`src/hdl/vfb_pkg.sv`:
```
// frame buffer video core shared widths, vector types and fill FSM states
`default_nettype none

package vfb_pkg;

   //////////////////////////////
   // widths
   //////////////////////////////

   // raster counters, wide enough for xga totals
   localparam int HCOUNT_W     = 11;
   localparam int VCOUNT_W     = 10;

   // one grey pixel, four of them per memory word
   localparam int PIXEL_W      = 8;
   localparam int PIX_PER_WORD = 4;

   // zbt style frame memory port
   localparam int VRAM_ADDR_W  = 19;
   localparam int VRAM_DATA_W  = 36;

   // address is looked up this many pixel clocks early
   localparam int FORECAST     = 8;
   // cycles from address to read data
   localparam int READ_LATENCY = 2;

   //////////////////////////////
   // types
   //////////////////////////////

   typedef logic [HCOUNT_W-1:0]    hcount_t;
   typedef logic [VCOUNT_W-1:0]    vcount_t;
   typedef logic [PIXEL_W-1:0]     pixel_t;
   typedef logic [VRAM_ADDR_W-1:0] vram_addr_t;
   typedef logic [VRAM_DATA_W-1:0] vram_word_t;

   // test bar fill FSM
   typedef enum logic [1:0] {
      fill_idle,
      fill_run,
      fill_done
   } fill_state_t;

endpackage

`default_nettype wire

```
`src/hdl/vram_if.sv`:
```
// frame memory port bundle shared by reader, fill controller and top level
`default_nettype none

interface vram_if;

   // word address, valid every cycle
   vfb_pkg::vram_addr_t addr;
   // write strobe, one word per cycle
   logic                we;
   vfb_pkg::vram_word_t wdata;
   // read word for the address issued READ_LATENCY cycles earlier
   vfb_pkg::vram_word_t rdata;

   // display side, only reads
   modport reader (
      output addr,
      input  rdata
   );

   // owner of the external memory pins
   modport writer (
      output addr,
      output we,
      output wdata,
      input  rdata
   );

   // arbiter view of the reader, takes its address and returns data
   modport arb (
      input  addr,
      output rdata
   );

endinterface

`default_nettype wire

```
`src/hdl/bar_fill_ctrl.sv`:
```
// test bar fill FSM writing the frame buffer in blanking, owns the memory port
`default_nettype none

module bar_fill_ctrl (
   input  logic  clk,
   input  logic  rst_n,
   input  logic  blank,
   input  logic  bar_period,
   vram_if.arb    rd_side,
   vram_if.writer mem,
   output logic  fill_busy
);

   // payload bits not carrying pixels
   localparam int PAD_W = vfb_pkg::VRAM_DATA_W - vfb_pkg::PIX_PER_WORD * vfb_pkg::PIXEL_W;

   vfb_pkg::fill_state_t state;
   vfb_pkg::vram_addr_t  fill_addr;
   logic                 period_q;
   logic                 write_en;
   logic                 last_addr;
   vfb_pkg::pixel_t      bar_byte;
   vfb_pkg::vram_word_t  bar_word;

   //////////////////////////////
   // fill FSM
   //////////////////////////////

   // one word per blank cycle while filling
   assign write_en  = (state == vfb_pkg::fill_run) & blank;
   // fill covers the whole memory
   assign last_addr = &fill_addr;

   always_ff @(posedge clk or negedge rst_n) begin
      if (!rst_n) begin
         state     <= vfb_pkg::fill_idle;
         fill_addr <= '0;
         period_q  <= 1'b0;
      end else begin
         case (state)
            vfb_pkg::fill_idle: begin
               // first fill after reset
               state     <= vfb_pkg::fill_run;
               fill_addr <= '0;
               period_q  <= bar_period;
            end
            vfb_pkg::fill_run: begin
               if (write_en) begin
                  fill_addr <= fill_addr + 1'b1;
                  if (last_addr) begin
                     state <= vfb_pkg::fill_done;
                  end
               end
            end
            vfb_pkg::fill_done: begin
               // new bar width, start over from address 0
               if (bar_period != period_q) begin
                  state     <= vfb_pkg::fill_run;
                  fill_addr <= '0;
                  period_q  <= bar_period;
               end
            end
            default: begin
               state <= vfb_pkg::fill_idle;
            end
         endcase
      end
   end

   assign fill_busy = (state != vfb_pkg::fill_done);

   //////////////////////////////
   // bar pattern
   //////////////////////////////

   // grey level from address bits, narrow bars for period 1
   always_comb begin
      if (period_q) begin
         bar_byte = {fill_addr[6:3], 4'b0000};
      end else begin
         bar_byte = {fill_addr[7:4], 4'b0000};
      end
   end

   // same level in all four pixels of the word
   assign bar_word = {{PAD_W{1'b0}}, {vfb_pkg::PIX_PER_WORD{bar_byte}}};

   //////////////////////////////
   // memory port mux
   //////////////////////////////

   // writes steal the port, reads pass through otherwise
   assign mem.addr  = write_en ? fill_addr : rd_side.addr;
   assign mem.we    = write_en;
   assign mem.wdata = bar_word;

   // read data goes back to the display side untouched
   assign rd_side.rdata = mem.rdata;

endmodule

`default_nettype wire

```
`src/hdl/pixel_out.sv`:
```
// registered output stage selecting frame buffer or hardwired bars, with syncs
`default_nettype none

module pixel_out #(
   parameter int HW_BAR_LSB = 6
) (
   input  logic             clk,
   input  logic             rst_n,
   input  vfb_pkg::hcount_t hcount,
   input  vfb_pkg::pixel_t  vr_pixel,
   input  logic             hsync,
   input  logic             vsync,
   input  logic             blank,
   input  logic             vbar_mode,
   output vfb_pkg::pixel_t  vga_pixel,
   output logic             vga_hsync,
   output logic             vga_vsync,
   output logic             vga_blank
);

   vfb_pkg::pixel_t hw_bar;

   // three count bits give eight grey steps across the line
   assign hw_bar = {hcount[HW_BAR_LSB+2:HW_BAR_LSB], {(vfb_pkg::PIXEL_W-3){1'b0}}};

   // pixel, syncs and blank move together so they stay aligned
   always_ff @(posedge clk or negedge rst_n) begin
      if (!rst_n) begin
         vga_pixel <= '0;
         vga_hsync <= 1'b1;
         vga_vsync <= 1'b1;
         vga_blank <= 1'b0;
      end else begin
         vga_pixel <= vbar_mode ? hw_bar : vr_pixel;
         vga_hsync <= hsync;
         vga_vsync <= vsync;
         vga_blank <= blank;
      end
   end

endmodule

`default_nettype wire

```
`src/hdl/video_fb_top.sv`:
```
// frame buffer display core top with timing, reader, bar fill and output stage
`default_nettype none

module video_fb_top #(
   parameter int H_ACTIVE     = 1024,
   parameter int H_SYNC_START = 1048,
   parameter int H_SYNC_END   = 1184,
   parameter int H_TOTAL      = 1344,
   parameter int V_ACTIVE     = 768,
   parameter int V_SYNC_START = 777,
   parameter int V_SYNC_END   = 783,
   parameter int V_TOTAL      = 806,
   parameter int HW_BAR_LSB   = 6
) (
   input  logic                clk,
   input  logic                rst_n,
   input  logic                bar_period,
   input  logic                vbar_mode,
   input  vfb_pkg::vram_word_t vram_rdata,
   output vfb_pkg::vram_addr_t vram_addr,
   output logic                vram_we,
   output vfb_pkg::vram_word_t vram_wdata,
   output vfb_pkg::pixel_t     vga_pixel,
   output logic                vga_hsync,
   output logic                vga_vsync,
   output logic                vga_blank,
   output logic                fill_busy
);

   vfb_pkg::hcount_t hcount;
   vfb_pkg::vcount_t vcount;
   logic             hsync;
   logic             vsync;
   logic             blank;
   vfb_pkg::pixel_t  vr_pixel;

   // reader to arbiter, and arbiter to the pins
   vram_if u_rd_if ();
   vram_if u_ext_if ();

   //////////////////////////////
   // raster timing
   //////////////////////////////

   video_timing #(
      .H_ACTIVE     (H_ACTIVE),
      .H_SYNC_START (H_SYNC_START),
      .H_SYNC_END   (H_SYNC_END),
      .H_TOTAL      (H_TOTAL),
      .V_ACTIVE     (V_ACTIVE),
      .V_SYNC_START (V_SYNC_START),
      .V_SYNC_END   (V_SYNC_END),
      .V_TOTAL      (V_TOTAL)
   ) u_timing (
      .clk    (clk),
      .rst_n  (rst_n),
      .hcount (hcount),
      .vcount (vcount),
      .hsync  (hsync),
      .vsync  (vsync),
      .blank  (blank)
   );

   //////////////////////////////
   // frame buffer path
   //////////////////////////////

   vram_reader #(
      .H_TOTAL (H_TOTAL),
      .V_TOTAL (V_TOTAL)
   ) u_reader (
      .clk      (clk),
      .rst_n    (rst_n),
      .hcount   (hcount),
      .vcount   (vcount),
      .mem      (u_rd_if.reader),
      .vr_pixel (vr_pixel)
   );

   // fill writes only while blank, so display reads are undisturbed
   bar_fill_ctrl u_fill (
      .clk        (clk),
      .rst_n      (rst_n),
      .blank      (blank),
      .bar_period (bar_period),
      .rd_side    (u_rd_if.arb),
      .mem        (u_ext_if.writer),
      .fill_busy  (fill_busy)
   );

   // external memory pins
   assign vram_addr       = u_ext_if.addr;
   assign vram_we         = u_ext_if.we;
   assign vram_wdata      = u_ext_if.wdata;
   assign u_ext_if.rdata  = vram_rdata;

   //////////////////////////////
   // output stage
   //////////////////////////////

   pixel_out #(
      .HW_BAR_LSB (HW_BAR_LSB)
   ) u_out (
      .clk       (clk),
      .rst_n     (rst_n),
      .hcount    (hcount),
      .vr_pixel  (vr_pixel),
      .hsync     (hsync),
      .vsync     (vsync),
      .blank     (blank),
      .vbar_mode (vbar_mode),
      .vga_pixel (vga_pixel),
      .vga_hsync (vga_hsync),
      .vga_vsync (vga_vsync),
      .vga_blank (vga_blank)
   );

endmodule

`default_nettype wire

```
`src/hdl/video_timing.sv`:
```
// video timing generator with pixel/line counters, active low syncs and blank
`default_nettype none

module video_timing #(
   parameter int H_ACTIVE     = 1024,
   parameter int H_SYNC_START = 1048,
   parameter int H_SYNC_END   = 1184,
   parameter int H_TOTAL      = 1344,
   parameter int V_ACTIVE     = 768,
   parameter int V_SYNC_START = 777,
   parameter int V_SYNC_END   = 783,
   parameter int V_TOTAL      = 806
) (
   input  logic             clk,
   input  logic             rst_n,
   output vfb_pkg::hcount_t hcount,
   output vfb_pkg::vcount_t vcount,
   output logic             hsync,
   output logic             vsync,
   output logic             blank
);

   //////////////////////////////
   // compare points
   //////////////////////////////

   logic line_end;
   logic frame_end;
   logic hblank_on;
   logic hsync_on;
   logic hsync_off;
   logic vblank_on;
   logic vsync_on;
   logic vsync_off;
   logic hblank;
   logic vblank;
   logic hblank_nxt;
   logic vblank_nxt;

   // flags are registered, so each fires one count before its edge
   assign line_end  = (hcount == vfb_pkg::hcount_t'(H_TOTAL - 1));
   assign hblank_on = (hcount == vfb_pkg::hcount_t'(H_ACTIVE - 1));
   assign hsync_on  = (hcount == vfb_pkg::hcount_t'(H_SYNC_START - 1));
   assign hsync_off = (hcount == vfb_pkg::hcount_t'(H_SYNC_END - 1));

   // vertical flags only move on the last pixel of a line
   assign frame_end = line_end & (vcount == vfb_pkg::vcount_t'(V_TOTAL - 1));
   assign vblank_on = line_end & (vcount == vfb_pkg::vcount_t'(V_ACTIVE - 1));
   assign vsync_on  = line_end & (vcount == vfb_pkg::vcount_t'(V_SYNC_START - 1));
   assign vsync_off = line_end & (vcount == vfb_pkg::vcount_t'(V_SYNC_END - 1));

   // next blank state, so blank lines up with the count it belongs to
   assign hblank_nxt = line_end ? 1'b0 : (hblank_on ? 1'b1 : hblank);
   assign vblank_nxt = frame_end ? 1'b0 : (vblank_on ? 1'b1 : vblank);

   //////////////////////////////
   // counters and flags
   //////////////////////////////

   always_ff @(posedge clk or negedge rst_n) begin
      if (!rst_n) begin
         hcount <= '0;
         vcount <= '0;
         hblank <= 1'b0;
         vblank <= 1'b0;
         blank  <= 1'b0;
         hsync  <= 1'b1;
         vsync  <= 1'b1;
      end else begin
         hcount <= line_end ? '0 : hcount + 1'b1;
         if (line_end) begin
            vcount <= frame_end ? '0 : vcount + 1'b1;
         end
         hblank <= hblank_nxt;
         vblank <= vblank_nxt;
         blank  <= hblank_nxt | vblank_nxt;
         // syncs are active low
         if (hsync_on) begin
            hsync <= 1'b0;
         end else if (hsync_off) begin
            hsync <= 1'b1;
         end
         if (vsync_on) begin
            vsync <= 1'b0;
         end else if (vsync_off) begin
            vsync <= 1'b1;
         end
      end
   end

endmodule

`default_nettype wire

```
`src/hdl/vram_reader.sv`:
```
// frame buffer reader with forecast address, word latches and pixel unpack
`default_nettype none

module vram_reader #(
   parameter int H_TOTAL = 1344,
   parameter int V_TOTAL = 806
) (
   input  logic             clk,
   input  logic             rst_n,
   input  vfb_pkg::hcount_t hcount,
   input  vfb_pkg::vcount_t vcount,
   vram_if.reader           mem,
   output vfb_pkg::pixel_t  vr_pixel
);

   // bits of the count that pick a byte inside a word
   localparam int SEL_W = $clog2(vfb_pkg::PIX_PER_WORD);
   // forecast runs past the line end from here on
   localparam vfb_pkg::hcount_t H_WRAP = vfb_pkg::hcount_t'(H_TOTAL - vfb_pkg::FORECAST);
   // address goes out at phase 3, data is back READ_LATENCY later
   localparam logic [SEL_W-1:0] LATCH_PHASE = SEL_W'(3 + vfb_pkg::READ_LATENCY);
   localparam logic [SEL_W-1:0] SHOW_PHASE  = '1;

   //////////////////////////////
   // address forecast
   //////////////////////////////

   vfb_pkg::hcount_t   hcount_f;
   vfb_pkg::vcount_t   vcount_f;
   logic [SEL_W-1:0]   phase;
   vfb_pkg::vram_word_t word_latched;
   vfb_pkg::vram_word_t word_shown;

   assign phase = hcount[SEL_W-1:0];

   // look FORECAST pixels ahead, wrap into next line and frame
   always_comb begin
      if (hcount >= H_WRAP) begin
         hcount_f = hcount - H_WRAP;
         vcount_f = (vcount == vfb_pkg::vcount_t'(V_TOTAL - 1)) ? '0 : vcount + 1'b1;
      end else begin
         hcount_f = hcount + vfb_pkg::hcount_t'(vfb_pkg::FORECAST);
         vcount_f = vcount;
      end
   end

   // line number then word number within the line
   assign mem.addr = vfb_pkg::vram_addr_t'({vcount_f, hcount_f[vfb_pkg::HCOUNT_W-1:SEL_W]});

   //////////////////////////////
   // word latches
   //////////////////////////////

   // catch rdata once per word, then hold it for a whole group of four
   always_ff @(posedge clk or negedge rst_n) begin
      if (!rst_n) begin
         word_latched <= '0;
         word_shown   <= '0;
      end else begin
         if (phase == LATCH_PHASE) begin
            word_latched <= mem.rdata;
         end
         // handover on the last pixel of the current word
         if (phase == SHOW_PHASE) begin
            word_shown <= word_latched;
         end
      end
   end

   // leftmost pixel lives in the top byte, parity bits unused
   always_comb begin
      case (phase)
         2'd0:    vr_pixel = word_shown[31:24];
         2'd1:    vr_pixel = word_shown[23:16];
         2'd2:    vr_pixel = word_shown[15:8];
         default: vr_pixel = word_shown[7:0];
      endcase
   end

endmodule

`default_nettype wire

```
`config.mk`:
```
export PLATFORM = sky130hd
export DESIGN_NAME = video_fb_top
export DESIGN_NICKNAME = d
export VERILOG_FILES = /design/src/hdl/vfb_pkg.sv /design/src/hdl/vram_if.sv /design/src/hdl/bar_fill_ctrl.sv /design/src/hdl/pixel_out.sv /design/src/hdl/video_fb_top.sv /design/src/hdl/video_timing.sv /design/src/hdl/vram_reader.sv
export SDC_FILE = /design/constraint.sdc
export NUM_CORES = 1
export LEC_CHECK = 0
export BUFFER_PORTS_ARGS = -buffer_cell sky130_fd_sc_hd__buf_4
export CELL_PAD_IN_SITES_DETAIL_PLACEMENT = 1
export CELL_PAD_IN_SITES_GLOBAL_PLACEMENT = 1
export CORE_MARGIN = 4
export CORE_UTILIZATION = 47
export DETAILED_ROUTE_END_ITERATION = 7
export PLACE_DENSITY_LB_ADDON = 0.1
export SETUP_SLACK_MARGIN = 0.2
export SLEW_MARGIN = 40
export SYNTH_ARGS = -nofsm -noshare
export SYNTH_HDL_FRONTEND = slang
export SYNTH_SLANG_ARGS = --single-unit
```
`constraint.sdc`:
```
create_clock -name clk -period 5.2 [get_ports clk]
set_clock_uncertainty 0.05 [all_clocks]
set_input_delay 1.04 -clock clk [delete_from_list [all_inputs] [get_ports clk]]
set_output_delay 1.04 -clock clk [all_outputs]
set_load 0.05 [all_outputs]
```
==> results by group <==
Outcome
  – Run status: complete, no violations

Critical path
  – Stages on the worst setup path: 8
  – Most used cell along the critical path: inv_1
  – CP Capture Type: output port
  – CP max FO: 9
  – WS Path Type: reg -> out
  – CP peak stage delay: 510 ps
  – CP cell instances: inv_1 > ha_1 > inv_1 > o311a_1 > nand2b_4 > or4_1 > a31oi_1 > buf_4
  – Slowest cell on crit path: or4_1
  – CP Launch Type: flip-flop
  – CP required: about 4100 ps
  – Worst path bufs/invs: 3
  – FF-to-FF path depth: 6
  – Critical path arrival: ~3200 ps
  – Top Family by Delay on Critical Path: simple AND/OR/NAND/NOR gates

Synthesis
  – YS warnings: 0
  – Mux share of post-synthesis cell area: between 10% and 20%
  – #FFs+latches synth: ~120
  – Most used DFF post-synth: dfrtp_1
  – Synth top area share: a little under half
  – Synth area leader: dfrtp_1
  – Post-synthesis simple-gate area fraction: approximately 15%
  – Async SR Flop Fraction: between 90% and 100%
  – Post-Synth XOR/XNOR Area: about 4.2%
  – Post-Synthesis Cells: 594
  – Mapped cell area: around 6300 um2
  – Avg Synthesized Cell Area: around 11 um2
  – Post-synth EDFFs: 0
  – Largest family of logic cells by synthesized area: simple AND/OR/NAND/NOR gates
  – Synth Area in Compound Gates: 9.666%
  – Post-Synth Adder-Cell Area: between 1.5 and 2%
  – Seq/Total Area, Yosys: 49.21%
  – Synth top area cells: dfrtp_1 (48%), mux2_2 (13%), buf_4 (4.0%)
  – Distinct cells, synth: 59

Pwr
  – P per Cell Area: about 320 nW/um2
  – Combinational share of power: between 5 and 6%
  – Lkg Pwr: 3.384 nW
  – Sw frac: approximately 24%
  – Sequential share of power: 42.4%
  – Int Power: ~0.0018 W
  – Clock power frac: ~52%
  – Sw power: 0.0005740 W
  – Worst VDD drop: roughly 0.46 mV

Worst hold path
  – Worst Hold Class: reg -> reg
  – Hold depth: 0

Layout
  – Fillers: roughly 1400
  – Final nets: 700
  – Reg area: about 3100 um2
  – Ant diodes: 0
  – Multi-input gate area: between 2000 and 3000 um2
  – Layout cells sized above 1: slightly above 30%
  – Final instance area: approximately 7500 um2
  – Area delta synth->final: 19.05%

Timing
  – Fmax: 0.2309 GHz
  – Final Hold Fails: 0
  – Setup ws final: 869.7 ps
  – RSZ-0062 raised after global routing: no
  – Hold WS: 324.2 ps
  – Setup_tns: 0 ps
  – Final setup vio count: 0
  – Tcrit/Tclk final: a little over four fifths
  – Least-Margin Pin Slew: about 840 ps
  – Final slew viol count: 0
  – Rel. slew slack: 44.13%
  – Tmin final: 4330 ps

Clock tree
  – Htree depth: 4
  – Clock sink count: between 100 and 150
  – CTS Hold Buffers Added: 0
  – Clk buf depth: 2
  – Worst skew pair latency: ~430 ps
  – Clock Tree Root: clkbuf_16
  – CTS buffer count: 17
  – Clk slew on worst S/H paths: ~60 ps
  – CTS tree: done
  – Post-CTS Setup Bufs: 0
  – Post-CTS Resized: 0

Place
  – Cell Area, Placed: ~6800 um2
  – Dpl ws: between 1000 and 1500 ps
  – Hpwl dp: approximately 11 mm
  – Routability congestion estimate: 0.8739
  – PortBufs: 83

Floorplan
  – Chip width: ~120 um
  – Row Count: 41
  – Initial Utilization: between 40 and 50%
  – Die ar.: 15240 um2
  – I/O pin count: approximately 110
  – Core area: about 13000 um2
  – DIE HEIGHT: between 100 and 150 um

Global routing
  – First-pass GRT wire length: 27.32 mm
  – Initial antenna violation count: 0
  – Largest net degree at the start of global routing: between 50 and 60
  – Total gr overflow: 0
  – Vias in the first global route: 4982
  – GRT Util Overall: a little under a quarter

Flow run
  – Max_cap viols: 0

Route
  – 1st-pass router iterations: 6
  – Final ANT Viol Nets: 0
  – Initial DRC count: between 300 and 400
  – DR vias/cell: ~5.6
  – Wirelength per Cell: ~20 um
  – DRC viols: 0
  – Total Wirelength: between 15 and 20 mm
  – Via count: 4671
-- Yosys cell counts, types with 8 or more instances --
cell / count
nor3_1: 11
clkbuf_1: 25
buf_4: 33
nand4_1: 18
a21oi_1: 15
xor2_1: 19
o21ai_0: 25
nand3_1: 20
mux2_2: 71
a222oi_1: 8
nand2_1: 46
ha_1: 10
xnor2_1: 11
nor2_1: 53
dfrtp_1: 119
inv_1: 14
and3_1: 9
-- state kept, by name (all words and copies together) (netlist names) --
signal and flops:
u_reader.word_latched 32, u_reader.word_shown 32, u_fill.fill_addr 19, u_timing.hcount 11
u_timing.vcount 10, u_out.vga_pixel 8, u_fill.state 2, u_fill.period_q 1
u_out.vga_blank 1, u_out.vga_hsync 1, u_out.vga_vsync 1, u_timing.blank 1
u_timing.hblank 1, u_timing.hsync 1, u_timing.vblank 1, u_timing.vsync 1
-- worst paths after layout --
kind | end | slack [ps] | from
worst max-delay path | vram_addr[15] | 870 | u_timing.hcount[1]$_DFF_PN0_
worst min-delay path | u_out.vga_vsync$_DFF_PN1_ | 320 | u_timing.vsync$_DFFE_PN1P_
worst max register to register | u_timing.vsync$_DFFE_PN1P_ | 2690 | u_timing.hcount[7]$_DFF_PN0_
min in group asynchronous | u_timing.vcount[4]$_DFFE_PN0N_ | 510 | rst_n
worst min register to register | u_out.vga_vsync$_DFF_PN1_ | 320 | u_timing.vsync$_DFFE_PN1P_
max in group asynchronous | u_reader.word_shown[24]$_DFFE_PN0P_ | 3730 | rst_n
-- stage by stage --
stage                     power, W  util, %  cells
final                     0.002372    58.16    835
after global placement    0.001141    53.08    801
after floorplan           0.001100        -    613
after CTS                 0.002395    58.06    835
after global routing      0.002458    58.16    835
after detailed placement  0.001148    53.26    803
-- cell families (layout without fill, tap and decap cells) --
family	after synthesis	after routing
and+or+nand+nor	184	184
xor gates and xnor gates	30	30
DFF	123	123
other	1	20
buffers and inverters	85	135
AOI/OAI and AO/OA	89	89
muxes	72	72
adders and majority gates	10	10
-- layout by cell type (no fill, tap or decap), types with 8 or more instances in the layout --
cell type / synthesis / final
nand2_1: 46 / 46
nor3_1: 11 / 11
nand3_1: 20 / 20
mux2_2: 71 / 71
inv_1: 14 / 14
dfrtp_1: 119 / 119
a222oi_1: 8 / 8
nor2_1: 53 / 53
and3_1: 9 / 9
nand4_1: 18 / 18
xnor2_1: 11 / 11
xor2_1: 19 / 19
a21oi_1: 15 / 15
o21ai_0: 25 / 25
buf_4: 33 / 87
clkbuf_16: 0 / 17
ha_1: 10 / 8
conb_1: 1 / 20
-- power groups by stage --
stage,logic [W],clock network (W),registers [W]
6_report,0.000130,0.00124,0.00100
4_1_cts,0.000131,0.00126,0.00100
3_5_place_dp,0.000128,0,0.00102
3_3_place_gp,0.000123,0,0.00102
2_1_floorplan,0.0000757,0,0.00102
5_1_grt,0.000141,0.00131,0.00101
-- metal layers --
| layer | share of wire [%] | track usage (%) |
|---|---|---|
| met4 | 1.0 | 6.021 |
| met2 | 54 | 41.32 |
| met3 | 3.6 | 5.810 |
| met5 | 0 | 0 |
| met1 | 41 | 29.46 |
-- final cells by class --
cell class / instances / share of cell area [%]
flip-flops and latches: 123 / 41.34
multi-input cells: 405 / 37.85
repair buffers: 89 / 8.975
clock buffers: 18 / 5.754
well taps: 172 / 2.885
clock inverters: 14 / 2.500
inverters: 14 / 0.7046
No activity file was read; power rests on OpenSTA's default activity.
